==> src/gravsim_pkg.sv <==
package gravsim_pkg;

	// signed Q16.16 number format
	localparam int FRAC_BITS = 16;
	typedef logic signed [31:0] coord_t;

	// body store limits
	localparam int MAX_BODIES = 10;
	typedef logic [3:0] body_idx_t;

	// 1/60 truncated to Q16.16
	localparam coord_t DT = 32'sh0000_0444;

	// jobs buffered between sequencer and integrator
	localparam int FIFO_DEPTH = 4;

	typedef struct packed {
		coord_t x;
		coord_t y;
		coord_t z;
	} vec3_t;

	typedef struct packed {
		vec3_t pos;
		vec3_t vel;
		vec3_t acc;
	} body_state_t;

	typedef struct packed {
		body_idx_t   idx;
		body_state_t state;
	} body_job_t;

	typedef enum logic [1:0] {WAIT, FETCH, DRAIN, DONE} seq_state_t;

endpackage

==> src/body_state_ram.sv <==
module body_state_ram (
	input  logic                     CLK,
	input  logic                     load_we_i,
	input  gravsim_pkg::body_idx_t   load_idx_i,
	input  gravsim_pkg::body_state_t load_body_i,
	input  logic                     wb_we_i,
	input  gravsim_pkg::body_idx_t   wb_idx_i,
	input  gravsim_pkg::body_state_t wb_body_i,
	input  gravsim_pkg::body_idx_t   fetch_idx_i,
	input  gravsim_pkg::body_idx_t   rd_idx_i,
	output gravsim_pkg::body_state_t fetch_body_o,
	output gravsim_pkg::body_state_t rd_body_o
);

	gravsim_pkg::body_state_t mem [gravsim_pkg::MAX_BODIES];

	// one write port, loader wins
	always_ff @(posedge CLK)
	begin
		if (load_we_i)
		begin
			mem[load_idx_i] <= load_body_i;
		end
		else if (wb_we_i)
		begin
			mem[wb_idx_i] <= wb_body_i;
		end
	end

	// both read ports are asynchronous
	assign fetch_body_o = mem[fetch_idx_i];
	assign rd_body_o    = mem[rd_idx_i];

	// loader must stay idle while a step writes back
	a_no_write_collision: assert property (@(posedge CLK) !(load_we_i && wb_we_i));

	a_load_idx_range: assert property (@(posedge CLK)
		load_we_i |-> (load_idx_i < gravsim_pkg::body_idx_t'(gravsim_pkg::MAX_BODIES)));

	a_wb_idx_range: assert property (@(posedge CLK)
		wb_we_i |-> (wb_idx_i < gravsim_pkg::body_idx_t'(gravsim_pkg::MAX_BODIES)));

endmodule

==> config.mk <==
export PLATFORM = sky130hd
export DESIGN_NAME = body_state_ram
export DESIGN_NICKNAME = d
export VERILOG_FILES = /design/src/gravsim_pkg.sv /design/src/body_state_ram.sv
export SDC_FILE = /design/constraint.sdc
export NUM_CORES = 2
export LEC_CHECK = 0
export BUFFER_PORTS_ARGS = -buffer_cell sky130_fd_sc_hd__clkbuf_2
export CORE_MARGIN = 2
export CORE_UTILIZATION = 36
export CTS_CLUSTER_DIAMETER = 60
export CTS_CLUSTER_SIZE = 30
export DETAILED_ROUTE_END_ITERATION = 7
export REMOVE_ABC_BUFFERS = 1
export SYNTH_ARGS = -nofsm -noshare
export SYNTH_HDL_FRONTEND = slang
export SYNTH_SLANG_ARGS = --single-unit
==> constraint.sdc <==
create_clock -name CLK -period 21.2 [get_ports CLK]
set_input_delay 4.24 -clock CLK [delete_from_list [all_inputs] [get_ports CLK]]
set_output_delay 4.24 -clock CLK [all_outputs]
set_load 0.05 [all_outputs]
==> metrics.yaml <==
clock_network:
  cts_resized: 0
  htreeDepth: 5
  cts.path.max_buffers: 4
  root_buffer: "clkbuf_16"
  cts.reportedPaths.clkPinSlew_ps: 70
  cts_inserted_buffers: 270
  cts_tree: "yes"
  post_cts_buffers: 0
  postCtsHoldBufs: 0
  clock_sinks: 2880
yosys:
  synthMuxAreaShare: 0.245
  ys_types: 29
  post-synth-top-area-cell: "edfxtp_1"
  synth.most_common_cell: "edfxtp_1"
  avgSynthCellArea_um2: 15.5
  synth_edf_count: 2880
  async_flop_share: 0
  yosysTopAreaCellShare: 0.624
  synth_top_family_by_area: "multiplexers"
  yosysSeqAreaShare: 0.624
  synthAdderAreaFrac: 0
  netlist_top_cells_count: "edfxtp_1 (2880), mux2i_1 (1384), mux2_2 (1272)"
  netlist_instances: 8975
  yosys.area_share.simple: 0.0234
  ys_ff_latch: 2880
  synth_area_um2: 139000
  synth-main-ff-cell: "edfxtp_1"
  synth_xor_area_frac: 0
  synth-compound-area-share: 0.0818
  synth_warnings: 0
  synth.top_cells.by_area: "edfxtp_1 (62%), mux2_2 (10%), mux2i_1 (10%)"
floorplanning:
  initial_core_util: 0.362
  die_w_um: 625
  die_h_um: 625
  io_pins: 1171
  die_area_um2: 390000
  rows: 227
  coreArea_um2: 383000
power:
  ir_drop_mv: 0.0743
  p_leak_nw: 56.2
  power_density_nw_per_um2: 86.6
  power_mw: 13.8
sta:
  tns_ps: 0
  period_share: 0.634
  rsz0062_at_grt: "no"
  worst_pin_slew_ps: 1300
  hold_violations: 0
  setup_violations: 0
  relSlewSlack: 0.135
  fmax_ghz: 0.0744
  drv_slew: 0
  post-route-min-period_ps: 13450
global_routing:
  grt_max_degree: 147
  grt_use_total: 0.216
  grt_overflow: 0
  antenna_found_initial: 4
  grt_pass1_wl_um: 624000
  grt_pass1_vias: 90000
cells_and_area:
  largest_reg_flops: 2880
  postLayoutCoreUtil: 0.415
  fill_cells: 34600
  reg_top3: "mem x2880"
  finalNonFillerCells: 15100
  fin_nets: 10500
  fin_area_um2: 159000
  top_register: "mem"
  drive_gt1_frac: 0.322
  syn_to_final_growth_pct: 14.5
setup_path:
  endpoint_kind: "output pin"
  worstSetupPathType: "primary input to output pin"
  cp_max_fo: 48
  cp.required_ps: 16960
  critPathLaunchType: "primary input"
  cp.arrival_ps: 9210
route:
  met2_length_um: 217000
  avgViaCountPerCell: 5.80
  ant_nets: 0
  routed_wl_um: 439000
  post-route-drc-count: 0
  route.met3.wl_um: 26500
  wl_met1_um: 180000
  highest_layer: "met4"
  routedWlPerCell_um: 29.0
  num_vias: 87800
  dr.pass1.iters: 5
  drtIter0Drc: 6779
place:
  io_buffers: 1170
  post-dp-hpwl_um: 252000
  place_inst: 14600
  place.gp.congestion: 0.808
  place_area_um2: 149000
hold_path:
  hp-start: "wb_body_i[189]"
  whs_path_depth: 2
  hold_end: "mem[0][189]"
  hold_path_class: "primary input to flop"
run:
  drv_cap: 0
run_status:
  run_status: "completed"
## kinds of logic after synthesis
group	count (synthesis)
buffers and inverters	724
multiplexers	3027
AND/OR/NAND/NOR	750
AO/OA/AOI/OAI	1594
flip-flops	2880
## cells in the final DEF (no fill, tap or decap), types with 31 or more instances in the layout
cell type / n
edfxtp_1: 2880
buf_4: 146
clkbuf_2: 1162
o31a_1: 286
a22o_1: 118
o31ai_1: 290
nand2_1: 577
nor2b_1: 141
mux4_2: 141
mux2_2: 1272
clkbuf_16: 272
buf_12: 31
o22ai_1: 893
mux2_1: 230
inv_6: 37
mux2i_1: 1384
## layer usage
metal / global-route usage / up-vias
li1: - / 38000
met4: 0.0727 / 0
met1: 0.275 / 45800
met3: 0.0306 / 675
met5: 0 / -
met2: 0.375 / 3251
## final cells by class
cell class	instances	area, um2	share of cell area
well taps	5038	6300	0.0397
inverters	4	15.0	0.0000946
diodes	5	12.5	0.0000788
flip-flops and latches	2880	86500	0.545
multi-input cells	5371	48700	0.307
clock buffers	286	6860	0.0432
clock inverters	208	2770	0.0174
repair buffers	1343	7590	0.0478
## report_power, final
part           switching, mW  total [mW]  leakage, nW  internal, mW
logic                   1.32        1.91         25.6         0.583
registers             0.0799        6.59         26.1          6.51
clock network           2.50        5.25         4.62          2.75
## worst max-delay path by stage
stage | to | from | cells after the start | slack [ps]
4_1_cts | fetch_body_o[96] | fetch_idx_i[0] | 9 | 7780
3_3_place_gp | fetch_body_o[96] | fetch_idx_i[0] | 9 | 7790
3_5_place_dp | fetch_body_o[96] | fetch_idx_i[0] | 9 | 7790
6_report | fetch_body_o[96] | fetch_idx_i[0] | 9 | 7750
5_1_grt | fetch_body_o[96] | fetch_idx_i[0] | 9 | 7750
2_1_floorplan | mem[4][0] | load_we_i | 3 | -4130
## through the flow
| stage | hold WS (ps) | setup WS, ps |
|---|---|---|
| 2_1_floorplan | 4560 | -4130 |
| 4_1_cts | 3680 | 7780 |
| 5_1_grt | 3740 | 7750 |
| 3_5_place_dp | 4690 | 7790 |
| 3_3_place_gp | 4670 | 7790 |
| 6_report | 3760 | 7750 |
## worst max-delay path, cell delays in order
cell      delay [ps]
buf_8            310
buf_4            540
buf_4            530
nand2b_4         850
buf_4            600
buf_4            570
o22ai_1          130
o31ai_1          750
clkbuf_2         410
Power figures use the tool's default switching activity.
