File: config.mk
export PLATFORM = sky130hd
export DESIGN_NAME = body_fifo
export DESIGN_NICKNAME = d
export VERILOG_FILES = /design/src/gravsim_pkg.sv /design/src/body_fifo.sv
export SDC_FILE = /design/constraint.sdc
export NUM_CORES = 1
export LEC_CHECK = 0
export BUFFER_PORTS_ARGS = -buffer_cell sky130_fd_sc_hd__buf_2
export CORE_UTILIZATION = 35
export DETAILED_ROUTE_END_ITERATION = 7
export PLACE_DENSITY = 0.57
export REMOVE_ABC_BUFFERS = 1
export SETUP_SLACK_MARGIN = 0.15
export SYNTH_ARGS = -nofsm -noshare
export SYNTH_HDL_FRONTEND = slang
export SYNTH_SLANG_ARGS = --single-unit
File: constraint.sdc
create_clock -name CLK -period 10.2 [get_ports CLK]
set_input_delay 2.04 -clock CLK [delete_from_list [all_inputs] [get_ports CLK]]
set_output_delay 2.04 -clock CLK [all_outputs]
set_load 0.005 [all_outputs]
File: src/gravsim_pkg.sv
package gravsim_pkg;

	// signed Q16.16 number format
	localparam int FRAC_BITS = 16;
	typedef logic signed [31:0] coord_t;

	// body store limits
	localparam int MAX_BODIES = 10;
	typedef logic [3:0] body_idx_t;

	// 1/60 truncated to Q16.16
	localparam coord_t DT = 32'sh0000_0444;

	// jobs buffered between sequencer and integrator
	localparam int FIFO_DEPTH = 4;

	typedef struct packed {
		coord_t x;
		coord_t y;
		coord_t z;
	} vec3_t;

	typedef struct packed {
		vec3_t pos;
		vec3_t vel;
		vec3_t acc;
	} body_state_t;

	typedef struct packed {
		body_idx_t   idx;
		body_state_t state;
	} body_job_t;

	typedef enum logic [1:0] {WAIT, FETCH, DRAIN, DONE} seq_state_t;

endpackage

File: src/body_fifo.sv
module body_fifo (
	input  logic                   CLK,
	input  logic                   RESET,
	input  logic                   push_i,
	input  gravsim_pkg::body_job_t push_job_i,
	input  logic                   pop_i,
	output logic                   full_o,
	output logic                   valid_o,
	output gravsim_pkg::body_job_t head_job_o
);

	typedef logic [$clog2(gravsim_pkg::FIFO_DEPTH)-1:0] ptr_t;
	typedef logic [$clog2(gravsim_pkg::FIFO_DEPTH):0]   cnt_t;

	gravsim_pkg::body_job_t mem [gravsim_pkg::FIFO_DEPTH];
	ptr_t                   wr_ptr;
	ptr_t                   rd_ptr;
	cnt_t                   count;

	always_ff @(posedge CLK)
	begin
		if (push_i)
			mem[wr_ptr] <= push_job_i;
	end

	always_ff @(posedge CLK)
	begin
		if (RESET)
		begin
			wr_ptr <= '0;
			rd_ptr <= '0;
			count  <= '0;
		end
		else
		begin
			if (push_i)
				wr_ptr <= (wr_ptr == ptr_t'(gravsim_pkg::FIFO_DEPTH - 1)) ? '0 : wr_ptr + 1'b1;
			if (pop_i)
				rd_ptr <= (rd_ptr == ptr_t'(gravsim_pkg::FIFO_DEPTH - 1)) ? '0 : rd_ptr + 1'b1;
			// simultaneous push and pop leaves the count alone
			if (push_i && !pop_i)
				count <= count + 1'b1;
			else if (pop_i && !push_i)
				count <= count - 1'b1;
		end
	end

	assign full_o     = (count == cnt_t'(gravsim_pkg::FIFO_DEPTH));
	assign valid_o    = (count != '0);
	assign head_job_o = mem[rd_ptr];

	a_no_overflow: assert property (@(posedge CLK) disable iff (RESET) push_i |-> !full_o);

	a_no_underflow: assert property (@(posedge CLK) disable iff (RESET) pop_i |-> valid_o);

endmodule

==> results.txt <==
Status: finished clean
Compound-Gate Fraction of Synth Area: 0.0003501
Post-Route WL: 89.36 mm
Final worst slack: 4.586 ns
CP Data Arrival Time: 3.57 ns
Min-Delay Path Depth: 2
Grt ovf: 0
Highest-count cells in the layout ignoring fill and taps: 1,168 x edfxtp_1, 589 x buf_2, 292 x mux4_2, 121 x clkbuf_16, 26 x clkbuf_1
Met3 WL: 6.802 mm
Final Max Slew Viols: 0
Synth Area in Adders: 0.002217
Register area share after synthesis: 0.8220
Maximum vdd drop: 0.1426 mV
Slew HR: 0.3022
CP required: 8.16 ns
DR WL met2: 44.66 mm
Clk slew on worst S/H paths: 0.06 ns
DRT iter0 DRCs: 1,236
Finish-stage setup viols: 0
# DRC: 0
Max Clk Rate: 178.1 MHz
Die width: 352.0 µm
Non-Filler Instances: 3,970
Post-synth cell types: 20
Post_cts resized: 0
Hold EP: count[2]$_SDFFE_PP0P_
Highest Signal Layer: met5
Combinational share of power: 0.077
Syn Area/Cell: 27.33 µm²
Reg2Reg Launch Point: wr_ptr[0]$_SDFFE_PP0P_
Hold Path Origin: count[2]$_SDFFE_PP0P_
Worst-margin pin slew: 1.047 ns
Post-DR vias/cell: 4.772
Worst Path Max Fanout: 92
Hold Violations, Final: 0
CTS H-tree depth: 3
Switching part of the total: 0.2095
Synth top area cells: edfxtp_1 82%, mux4_2 15%, buf_12 1.4%
Main combinational cell family by area after synthesis: multiplexers
Pleak: 16.95 nW
Post-Synthesis Cells: 1,569
Setup WS pre-CTS: 5.185 ns
CTS tree: built
Switching Power: 0.002269 W
Die area: 0.1239 mm²
Initial Utilization: 0.3523
Clock Tree Buf Depth: 3
Post-CTS setup buffer count: 0
R2R Setup Slk: 6.99 ns
Antenna viol nets, final: 0
DRT Pass-1 Iters: 5
Boundary pin count: 590
Most common cell after layout, fill and taps aside: edfxtp_1
Internal: 0.008560 W
Std-Cell Rows: 128
Simple-gate share of the synthesized area: 0.001838
PD cells: 210.7 mW/mm²
Startpoint type of the worst setup path: register
Post-synthesis mux area share: 0.1543
Buffers added on ports: 589
Vias: 18,945
Placed cells: 3,738
Final nets: 2,537
Overall routing resource usage: 0.1433
Metal1 wirelength: 35.63 mm
TritonCTS Buffers: 119
Vias in the first global route: 20,512
DR WL/cell: 22.51 µm
Util after Layout: 0.4223
Initial antenna violation count: 27
Crit. End Element: output port
Fin Clk Skew: 0.02822 ns
Yosys warns: 0
Worst-Skew Late Latency: 0.69 ns
RSZ-0062 raised after global routing: no
Clock network fraction of design power: 0.406
Maximum number of pins on one net before global-route repair: 134
Setup TNS: 0 ns
Hold_buf cts: 0
Area delta synth->final: 19.84%
Critical path type: register to output port
Synth Area in XOR/XNOR: 0.0004084
GPL Wtd Cong: 0.7392
Worst Reg-to-Reg Cells: 4
Clock Sinks: 1,177
Clock period minus worst slack: 5.614 ns
R2R Path End: mem[3][42]$_DFFE_PP_
Hold Crit Class: register to register
Max cap viols: 0
Hpwl dp: 54.69 mm
Die height: 352.0 µm
Share of power burned in registers: 0.517
Layout cell share with drive strength beyond 1: 0.4617
Synthesized flop and latch total: 1,177
Post-Synthesis Cell Area: 0.04289 mm²
Synth area leader: edfxtp_1
Top-area cell type share of the netlist area: 0.8178
Final Cycle Share: 0.5504
Clk root buf: clkbuf_16
First-pass GRT wire length: 133.5 mm
Core ar.: 0.1217 mm²
-- worst max-delay path, stage by stage (launching register included) --
cell	delay [ns]
dfxtp_4	0.62
buf_4	0.66
buf_12	0.54
mux4_2	0.63
buf_2	0.15
-- kinds of logic after synthesis --
logic type,after synthesis
compound gates,3
xor+xnor,2
fa+ha+maj,7
buf+inv,69
flops,1177
mux,296
simple gates,15
-- cells in the mapped netlist, drive strengths merged --
cell type  number
buf            62
o21ai           1
nor3b           2
dfxtp           9
a21oi           2
and2            4
edfxtp       1168
fa              1
mux2i           4
mux4          292
clkbuf          3
ha              6
nor2            7
xor2            2
inv             4
or3             2
-- through the flow --
stage          cell area, µm²  total power (W)  hold slack [ns]
2_1_floorplan           42090         0.006306           0.4553
3_3_place_gp            47370         0.006531           0.4716
3_5_place_dp            47370         0.006557           0.4989
4_1_cts                 51370          0.01098           0.5089
5_1_grt                 51390          0.01121           0.5683
6_report                51400          0.01083           0.5090
-- power by group through the flow --
stage | clock network, W | registers (W) | logic, W
4_1_cts | 0.00453 | 0.00560 | 0.000857
5_1_grt | 0.00469 | 0.00561 | 0.000900
3_5_place_dp | 0 | 0.00570 | 0.000854
2_1_floorplan | 0 | 0.00580 | 0.000503
3_3_place_gp | 0 | 0.00569 | 0.000840
6_report | 0.00440 | 0.00560 | 0.000829
-- flip-flops by register name (all words and copies together) (netlist names), named ones only --
name / count
mem: 1168
count: 3
rd_ptr: 2
wr_ptr: 2
-- routing by layer --
metal  GRT usage  vias up
met4     0.04096       34
met3     0.04777      169
met5           0        -
met1      0.1815     9984
met2      0.2343      553
li1            -     8205
-- final cells by class --
class / count / area (µm²)
Antenna cell: 10 / 25.02
Clock buffer: 147 / 3126
Clock inverter: 75 / 880.8
Fill cell: 10552 / 70320
Inverter: 4 / 15.01
Multi-Input combinational cell: 323 / 6833
Sequential cell: 1177 / 35260
Tap cell: 1625 / 2033
Timing Repair Buffer: 609 / 3223
-- worst max-delay path by stage --
| stage | from | endpoint | slack, ns | cells after the start |
|---|---|---|---|---|
| 2_1_floorplan | register | head_job_o[0] | -4.63 | 1 |
| 3_3_place_gp | register | head_job_o[12] | 5.20 | 4 |
| 3_5_place_dp | register | head_job_o[12] | 5.18 | 4 |
| 4_1_cts | register | head_job_o[12] | 4.39 | 4 |
| 5_1_grt | register | head_job_o[202] | 4.24 | 4 |
| 6_report | register | head_job_o[198] | 4.59 | 4 |
(Power assumes the default switching activity.)
