File: config.mk
export PLATFORM = sky130hd
export DESIGN_NAME = euler_integrator
export DESIGN_NICKNAME = d
export VERILOG_FILES = /design/src/gravsim_pkg.sv /design/src/euler_integrator.sv
export SDC_FILE = /design/constraint.sdc
export NUM_CORES = 2
export LEC_CHECK = 0
export BUFFER_PORTS_ARGS = -buffer_cell sky130_fd_sc_hd__buf_4
export CORE_MARGIN = 2
export CORE_UTILIZATION = 40
export DETAILED_ROUTE_END_ITERATION = 7
export MAX_ROUTING_LAYER = met4
export PLACE_DENSITY = 0.68
export SYNTH_ARGS = -nofsm -noshare
export SYNTH_HDL_FRONTEND = slang
export SYNTH_SLANG_ARGS = --single-unit
File: constraint.sdc
create_clock -name CLK -period 15.05 [get_ports CLK]
set_input_delay 0.7525 -clock CLK [delete_from_list [all_inputs] [get_ports CLK]]
set_output_delay 0.7525 -clock CLK [all_outputs]
set_load 0.02 [all_outputs]
File: src/gravsim_pkg.sv
package gravsim_pkg;

	// signed Q16.16 number format
	localparam int FRAC_BITS = 16;
	typedef logic signed [31:0] coord_t;

	// body store limits
	localparam int MAX_BODIES = 10;
	typedef logic [3:0] body_idx_t;

	// 1/60 truncated to Q16.16
	localparam coord_t DT = 32'sh0000_0444;

	// jobs buffered between sequencer and integrator
	localparam int FIFO_DEPTH = 4;

	typedef struct packed {
		coord_t x;
		coord_t y;
		coord_t z;
	} vec3_t;

	typedef struct packed {
		vec3_t pos;
		vec3_t vel;
		vec3_t acc;
	} body_state_t;

	typedef struct packed {
		body_idx_t   idx;
		body_state_t state;
	} body_job_t;

	typedef enum logic [1:0] {WAIT, FETCH, DRAIN, DONE} seq_state_t;

endpackage

File: src/euler_integrator.sv
module euler_integrator (
	input  logic                     CLK,
	input  logic                     RESET,
	input  logic                     valid_i,
	input  gravsim_pkg::body_job_t   job_i,
	output logic                     pop_o,
	output logic                     wb_we_o,
	output gravsim_pkg::body_idx_t   wb_idx_o,
	output gravsim_pkg::body_state_t wb_body_o
);

	// a * DT, full 64-bit product, floor shift back to Q16.16
	function automatic gravsim_pkg::coord_t scale_dt(gravsim_pkg::coord_t a);
		logic signed [63:0] prod;
		prod = 64'(a) * 64'(gravsim_pkg::DT);
		return gravsim_pkg::coord_t'(prod >>> gravsim_pkg::FRAC_BITS);
	endfunction

	// base + rate * DT on each axis, wrapping at 32 bits
	function automatic gravsim_pkg::vec3_t advance(gravsim_pkg::vec3_t base,
		gravsim_pkg::vec3_t rate);
		gravsim_pkg::vec3_t res;
		res.x = base.x + scale_dt(rate.x);
		res.y = base.y + scale_dt(rate.y);
		res.z = base.z + scale_dt(rate.z);
		return res;
	endfunction

	logic                     s1_valid;
	gravsim_pkg::body_idx_t   s1_idx;
	gravsim_pkg::body_state_t s1_body;

	// never stalls, so every valid head is taken at once
	assign pop_o = valid_i;

	always_ff @(posedge CLK)
	begin
		if (RESET)
		begin
			s1_valid <= 1'b0;
			wb_we_o  <= 1'b0;
		end
		else
		begin
			s1_valid <= valid_i;
			wb_we_o  <= s1_valid;
		end
	end

	// stage 1 holds the new velocity
	always_ff @(posedge CLK)
	begin
		if (valid_i)
		begin
			s1_idx      <= job_i.idx;
			s1_body.pos <= job_i.state.pos;
			s1_body.vel <= advance(job_i.state.vel, job_i.state.acc);
			s1_body.acc <= job_i.state.acc;
		end
	end

	// stage 2 moves the body with the updated velocity
	always_ff @(posedge CLK)
	begin
		if (s1_valid)
		begin
			wb_idx_o      <= s1_idx;
			wb_body_o.pos <= advance(s1_body.pos, s1_body.vel);
			wb_body_o.vel <= s1_body.vel;
			wb_body_o.acc <= s1_body.acc;
		end
	end

endmodule

==> impl_metrics.py <==
metrics = {
    "global_route": {
        "grt_max_degree": 127,
        "grt_pass1_vias": 36180,
        "overflow": 0,
        "grt_first_pass_wirelength_um": 197000,
        "antenna_found_initial": 19,
        "grtUsageTotal": 0.200,
    },
    "yosys": {
        "async_flop_share": 0,
        "synth.area.top_cells": "edfxtp_1 (35%), ha_1 (24%), fa_1 (7.9%), inv_1 (6.4%), xnor2_1 (3.9%)",
        "synth_edf_count": 584,
        "syn-num-nets": 6211,
        "ys.flop_type": "edfxtp_1",
        "yosysWarnings": 0,
        "avgSynthCellArea_sq_um": 10.6,
        "synth_seq_cells": 586,
        "synth_sequential_area_ratio": 0.349,
        "yosysTopAreaCellShare": 0.348,
        "syn_inst": 4740,
        "syn_area_sq_mm": 0.0504,
        "synth_cell_types": 89,
        "yosysTopAreaCell": "edfxtp_1",
    },
    "floorplanning": {
        "dieArea_sq_mm": 0.129,
        "core_area_sq_mm": 0.125,
        "pin_count": 589,
        "rows": 130,
        "start_util": 0.402,
        "die_h_um": 359,
        "die_w_um": 359,
    },
    "critical_path": {
        "cpMaxStageDelayCell": "fa_1",
        "worst_path_most_repeated_cell": "ha_1",
        "worstPathBufferInverterCount": 2,
        "crit_fanout": 6,
        "ff2ff_path_depth": 26,
        "r2r_end": "wb_body_o[287]",
        "critPathLaunchType": "register",
        "reg2reg_slack_ps": 7990,
        "reg2reg_from": "s1_body[166]",
        "crit_path_end_kind": "register",
        "arrival_ps": 7450,
        "crit_family": "compound AO/OA/AOI/OAI gates",
        "cp.required_ps": 15440,
        "cpPeakStageDelay_ps": 540,
        "crit_type": "register to register",
    },
    "sta": {
        "maxSlewViolCount": 0,
        "rsz0062_at_grt": "no",
        "whs_ps": 240,
        "fin_skew_ps": 19.4,
        "maxClockFrequency_mhz": 142,
        "relSlewSlack": 0.257,
        "worstMarginPinSlew_ps": 1110,
        "period_share": 0.469,
        "period_needed_ps": 7060,
        "finalHoldViolations": 0,
        "setup_viol": 0,
        "finalSetupTns_ps": 0,
    },
    "cells_and_area": {
        "final_nets": 6858,
        "area_growth_pct": 17.3,
        "design_area_sq_mm": 0.0591,
        "final_common_cell": "ha_1",
        "final_cell_mix": "ha_1 (978), inv_1 (864), buf_4 (593)",
        "drive_above_1_share": 0.139,
        "fin_cells": 7105,
    },
    "clock_network": {
        "clk_latency_ps": 660,
        "clk_path_buf_depth": 3,
        "cts_tree": "done",
        "numCtsBuffers": 70,
        "cts_root_buffer": "clkbuf_16",
        "cts_repair_resize_count": 0,
        "postCtsSetupBuffers": 0,
        "ctsHoldBuffers": 0,
        "cts.sinks": 586,
        "clk_pin_slew_ps": 60,
        "cts_max_level": 3,
    },
    "run": {
        "maxCapViolations": 0,
    },
    "hold_path": {
        "hp-class": "primary input to register",
        "hold_start": "RESET",
        "hold_path_depth": 2,
        "hold_end": "s1_valid",
    },
    "detailed_routing": {
        "wl_per_cell_um": 17.7,
        "wirelength_um": 126000,
        "drtIter0Drc": 1768,
        "dr.pass1.iters": 5,
        "vias_per_cell": 5.06,
        "vias": 35917,
        "ant_nets": 0,
        "drcViolationCount": 0,
    },
    "place": {
        "place.gp.congestion": 0.902,
        "placed_cells": 6965,
        "placed_cell_area_sq_mm": 0.0568,
        "io_buffers": 588,
        "dp_hpwl_um": 103000,
    },
    "outcome": {
        "status": "finished clean",
    },
}
==> per-stage QoR <==
| stage | setup slack, ps | util |
|---|---|---|
| 2_1_floorplan | 7680 | - |
| 3_3_place_gp | 7600 | 0.454 |
| 3_5_place_dp | 7390 | 0.454 |
| 4_1_cts | 7950 | 0.471 |
| 5_1_grt | 7580 | 0.472 |
| 6_report | 7990 | 0.472 |
==> cells in the mapped netlist, drive strengths merged (10+ instances only) <==
cell / count
a211o: 11
a211oi: 38
a21boi: 10
a21o: 185
a21oi: 307
a221oi: 13
a31oi: 30
and2: 13
and3: 38
clkbuf: 17
edfxtp: 584
fa: 198
ha: 978
inv: 864
nand2: 164
nand2b: 59
nand3: 60
nand4: 32
nor2: 217
nor2b: 52
nor3: 65
nor4: 12
o211ai: 18
o21a: 45
o21ai: 185
o21bai: 48
o31ai: 18
or3: 17
xnor2: 227
xor2: 93
==> sequential cells by signal, indices dropped and copies added (netlist names) <==
register	cells
s1_idx	4
s1_valid	1
wb_we_o	1
s1_body	288
wb_body_o	288
wb_idx_o	4
==> worst max path at each step <==
stage                            start        endpoint  slack (ps)  cells past startpoint
after global placement        job_i[6]    s1_body[127]        7600                     27
after detailed placement      job_i[6]    s1_body[127]        7390                     27
final                     s1_body[166]  wb_body_o[287]        7990                     26
after CTS                 s1_body[166]  wb_body_o[287]        7950                     26
after floorplan               s1_valid    wb_body_o[0]        7680                      0
after global routing      s1_body[166]  wb_body_o[287]        7580                     26
==> cells by family (layout without fill, tap and decap cells) <==
kind of cell               count (synthesis)  in the layout  share of synthesized area
xor gates and xnor gates                 321            321                     0.0563
and+or+nand+nor                          762            762                     0.0736
adders and majority gates               1176           1176                      0.322
buffers and inverters                    884           1581                     0.0660
AOI/OAI and AO/OA                       1009           1009                      0.133
muxes                                      2              2                   0.000422
DFF                                      586            586                      0.349
other                                      0             18                          0
==> metal layers <==
layer,track usage,vias up,part of all wire
met5,-,-,0
met4,0.0608,0,0.026
met3,0.0420,174,0.057
met2,0.341,735,0.49
met1,0.237,16985,0.42
li1,-,18023,-
==> area by class of cell <==
cell class              instances  area [sq um]
fillers                     11522         66200
flip-flops and latches        586         17600
well taps                    1650          2060
clock buffers                  77          1800
inverters                     864          3240
diodes                         18          45.0
repair buffers                595          4490
multi-input cells            3270         29500
clock inverters                45           417
Power is left out: the tool's default activity adds up to more than one toggle a clock period on the data nets, which glitch-free logic cannot reach.
