<file path="src/gravsim_pkg.sv">
package gravsim_pkg;

	// signed Q16.16 number format
	localparam int FRAC_BITS = 16;
	typedef logic signed [31:0] coord_t;

	// body store limits
	localparam int MAX_BODIES = 10;
	typedef logic [3:0] body_idx_t;

	// 1/60 truncated to Q16.16
	localparam coord_t DT = 32'sh0000_0444;

	// jobs buffered between sequencer and integrator
	localparam int FIFO_DEPTH = 4;

	typedef struct packed {
		coord_t x;
		coord_t y;
		coord_t z;
	} vec3_t;

	typedef struct packed {
		vec3_t pos;
		vec3_t vel;
		vec3_t acc;
	} body_state_t;

	typedef struct packed {
		body_idx_t   idx;
		body_state_t state;
	} body_job_t;

	typedef enum logic [1:0] {WAIT, FETCH, DRAIN, DONE} seq_state_t;

endpackage

</file>
<file path="src/step_sequencer.sv">
module step_sequencer (
	input  logic                     CLK,
	input  logic                     RESET,
	input  logic                     start_i,
	input  gravsim_pkg::body_idx_t   num_bodies_i,
	input  logic                     fifo_full_i,
	input  gravsim_pkg::body_state_t fetch_body_i,
	input  logic                     wb_done_i,
	output gravsim_pkg::body_idx_t   fetch_idx_o,
	output logic                     push_o,
	output gravsim_pkg::body_job_t   push_job_o,
	output logic                     busy_o,
	output logic                     done_o
);

	gravsim_pkg::seq_state_t state, next_state;
	gravsim_pkg::body_idx_t  num_q;
	gravsim_pkg::body_idx_t  fetch_idx;
	gravsim_pkg::body_idx_t  wb_count;
	logic                    last_fetch;

	assign last_fetch = (fetch_idx == num_q - 1'b1);

	always_ff @(posedge CLK)
	begin
		if (RESET)
		begin
			state     <= gravsim_pkg::WAIT;
			num_q     <= '0;
			fetch_idx <= '0;
			wb_count  <= '0;
		end
		else
		begin
			state <= next_state;
			if (state == gravsim_pkg::WAIT && start_i)
			begin
				// body count is latched for the whole step
				num_q     <= num_bodies_i;
				fetch_idx <= '0;
				wb_count  <= '0;
			end
			else
			begin
				if (push_o)
					fetch_idx <= fetch_idx + 1'b1;
				if (wb_done_i)
					wb_count <= wb_count + 1'b1;
			end
		end
	end

	always_comb
	begin
		next_state = state;
		push_o     = 1'b0;
		case (state)
			gravsim_pkg::WAIT:
				if (start_i)
					next_state = gravsim_pkg::FETCH;
			gravsim_pkg::FETCH:
				// stall here while the FIFO is full
				if (!fifo_full_i)
				begin
					push_o = 1'b1;
					if (last_fetch)
						next_state = gravsim_pkg::DRAIN;
				end
			gravsim_pkg::DRAIN:
				if (wb_count == num_q)
					next_state = gravsim_pkg::DONE;
			gravsim_pkg::DONE:
				if (!start_i)
					next_state = gravsim_pkg::WAIT;
			default:
				next_state = gravsim_pkg::WAIT;
		endcase
	end

	assign fetch_idx_o      = fetch_idx;
	assign push_job_o.idx   = fetch_idx;
	assign push_job_o.state = fetch_body_i;

	assign busy_o = (state == gravsim_pkg::FETCH) || (state == gravsim_pkg::DRAIN);
	assign done_o = (state == gravsim_pkg::DONE);

	a_no_push_when_full: assert property (@(posedge CLK) disable iff (RESET)
		push_o |-> !fifo_full_i);

	// write-backs only belong to a running step
	a_wb_only_when_busy: assert property (@(posedge CLK) disable iff (RESET)
		wb_done_i |-> busy_o);

endmodule

</file>
<file path="config.mk">
export PLATFORM = sky130hd
export DESIGN_NAME = step_sequencer
export DESIGN_NICKNAME = d
export VERILOG_FILES = /design/src/gravsim_pkg.sv /design/src/step_sequencer.sv
export SDC_FILE = /design/constraint.sdc
export NUM_CORES = 1
export LEC_CHECK = 0
export BUFFER_PORTS_ARGS = -buffer_cell sky130_fd_sc_hd__clkbuf_2
export CAP_MARGIN = 15
export CELL_PAD_IN_SITES_DETAIL_PLACEMENT = 1
export CELL_PAD_IN_SITES_GLOBAL_PLACEMENT = 1
export CORE_AREA = 2 2 231 233
export CTS_CLUSTER_DIAMETER = 30
export DETAILED_ROUTE_END_ITERATION = 8
export DIE_AREA = 0 0 233 235
export PLACE_DENSITY = 0.4
export SKIP_CTS_REPAIR_TIMING = 1
export SLEW_MARGIN = 10
export SYNTH_ARGS = -nofsm -noshare
export SYNTH_HDL_FRONTEND = slang
export SYNTH_SLANG_ARGS = --single-unit
</file>
<file path="constraint.sdc">
create_clock -name CLK -period 1.7 [get_ports CLK]
set_input_delay 0.34 -clock CLK [delete_from_list [all_inputs] [get_ports CLK]]
set_output_delay 0.34 -clock CLK [all_outputs]
set_load 0.01 [all_outputs]
</file>
==> impl_metrics.json <==
{
  "startpoint": "state[1]",
  "fin_crit_ps": 1620,
  "nets": 422,
  "fmax_mhz": 617,
  "final_cell_mix": "clkbuf_2 (18), dfxtp_1 (11), xnor2_1 (10)",
  "dieHeight_um": 235,
  "pin_count": 596,
  "path_max_fanout": 5,
  "clk_pin_slew_ps": 50,
  "hold_viol": 0,
  "synth.area.top_cells": "buf_4 (73%), dfxtp_1 (9.4%), ha_1 (3.3%)",
  "synth_cell_types": 22,
  "insertion_delay_ps": 240,
  "h-tree-depth": 1,
  "grt_overflow": 0,
  "rows": 84,
  "finalSetupTns_ps": 0,
  "drt_iter0_drc": 30,
  "synth_top_area_cell": "buf_4",
  "cts_tree": "yes",
  "ir_worst_vdd_uv": 302,
  "critical_path_class": "reg -> out",
  "dr.pass1.iters": 3,
  "drt_wl_total_um": 10200,
  "final_common_cell": "clkbuf_2",
  "min_from": "num_bodies_i[3]",
  "die_area_sq_um": 54800,
  "synthesis.area_sq_um": 2990,
  "grt_pass1_vias": 1343,
  "tightest_slew_ps": 359,
  "r2r-end": "state[1]",
  "initial_core_util_pct": 5.72,
  "synth_cells": 379,
  "hold_class": "in -> reg",
  "skew_ps": 4.97,
  "yosysSeqAreaShare_pct": 9.38,
  "gp_congestion": 0.598,
  "status": "completed",
  "cts_made_buffers": 3,
  "vias": 1186,
  "synth.avg_cell_area_sq_um": 7.89,
  "maxSlewViolCount": 0,
  "cap_violations": 0,
  "slew_headroom_pct": 76.1,
  "worst_slack_ps": 78.4,
  "antenna_found_initial": 1,
  "p_per_area_nw_per_um2": 815,
  "end_kind": "primary output",
  "die_x_um": 233,
  "ys_warn_count": 0,
  "cts_sinks": 14,
  "drive_gt1_share_pct": 33.0,
  "core_area_sq_um": 52200,
  "whs_endpoint": "num_q[3]",
  "start_kind": "flop",
  "dpl.hpwl_um": 8750,
  "dp_slack_ps": 78.4,
  "clock-root-buffer": "clkbuf_16",
  "cts_buffer_depth": 2,
  "synth_seq_cells": 14,
  "grt_pass1_wl_um": 12300,
  "rrSetupSlack_ps": 140,
  "fin_area_sq_um": 1910,
  "dpl_cell_area_sq_um": 1810,
  "r2r_start": "num_q[0]",
  "final_antenna_net_count": 0,
  "avgRoutedWirePerCell_um": 12.7,
  "setup_viol": 0,
  "grt_max_degree": 9,
  "grtUsageTotal_pct": 3.46,
  "cp.arrival_ps": 1280,
  "post-route-util_pct": 3.66,
  "area_growth_pct": -36.1,
  "hold_depth": 3,
  "numPortBuffers": 19,
  "required_ps": 1360,
  "netlist.area_leader.share_pct": 73.3,
  "ff2ff_path_depth": 6,
  "p_leak_nw": 0.467,
  "viasPerCell": 1.47,
  "fin_crit_sh_pct": 95.4,
  "synthesis.nets": 684,
  "drc": 0
}
==> area by class of cell <==
| type | count | area [sq um] |
|---|---|---|
| inverters | 4 | 15.0 |
| well taps | 688 | 861 |
| diodes | 2 | 5.00 |
| multi-input cells | 67 | 507 |
| clock buffers | 3 | 75.1 |
| repair buffers | 27 | 161 |
| fillers | 6230 | 50300 |
| flip-flops and latches | 14 | 287 |
==> how the worst max path moves through the flow <==
stage               end  slack [ps]  cells after the start
4_1_cts          push_o        -100                      5
2_1_floorplan  state[1]         160                      7
6_report         push_o          80                      5
3_3_place_gp   state[1]          90                      7
3_5_place_dp   state[0]          80                      7
5_1_grt        state[1]          -2                      7
==> power by group <==
group	total (mW)	internal (mW)	switching (mW)
Sequential	0.455	0.391	0.0634
Clock	0.444	0.308	0.136
Combinational	0.658	0.312	0.346
Total	1.56	1.01	0.546
==> logic make-up (layout without fill, tap and decap cells) <==
group | after synthesis | count (layout) | share of synthesized area, %
muxes | 3 | 3 | 1.00
AOI/OAI and AO/OA | 8 | 8 | 2.09
buffers and inverters | 298 | 34 | 74.1
xor gates and xnor gates | 16 | 16 | 4.69
adders and majority gates | 8 | 8 | 3.35
other | 0 | 2 | 0
DFF | 14 | 14 | 9.38
and+or+nand+nor | 32 | 32 | 5.40
==> critical path, cell delays in order (launching register included) <==
cell and delay [ps]:
dfxtp_2 350, inv_1 90, ha_4 180, nor2b_1 120, buf_4 160, buf_6 130
==> synthesized netlist by cell type <==
library cell,count
xor2_1,6
nand3_1,4
a211oi_1,1
a21boi_2,1
nor2b_1,3
o2bb2ai_1,1
nor3_2,1
a221oi_2,1
mux2i_1,3
xnor2_1,10
a21oi_1,4
nand2_1,7
nand3_2,1
buf_4,292
clkbuf_1,2
nor2_1,9
dfxtp_1,14
nand4_1,3
nor3_1,1
inv_1,4
nand2b_1,3
ha_1,8
==> through the flow <==
step / std cells / hold slack [ps] / total power [mW]
6_report: 805 / 347 / 1.56
5_1_grt: 803 / 363 / 1.70
4_1_cts: 803 / 348 / 1.56
3_5_place_dp: 800 / 507 / 1.11
3_3_place_gp: 800 / 503 / 1.11
2_1_floorplan: 379 / 409 / 1.57
==> registers in the layout (all words and copies together) (netlist names) <==
signal       count
fetch_idx_o      4
wb_count         4
num_q            4
state            2
==> routing by layer <==
layer	vias to the layer above	track usage, %	routed length, um
met5	-	0	0
met4	0	5.54	1620
met3	152	2.67	2050
met2	255	4.17	3800
met1	429	2.85	2750
li1	350	-	-
No activity file was read; power rests on OpenSTA's default activity.
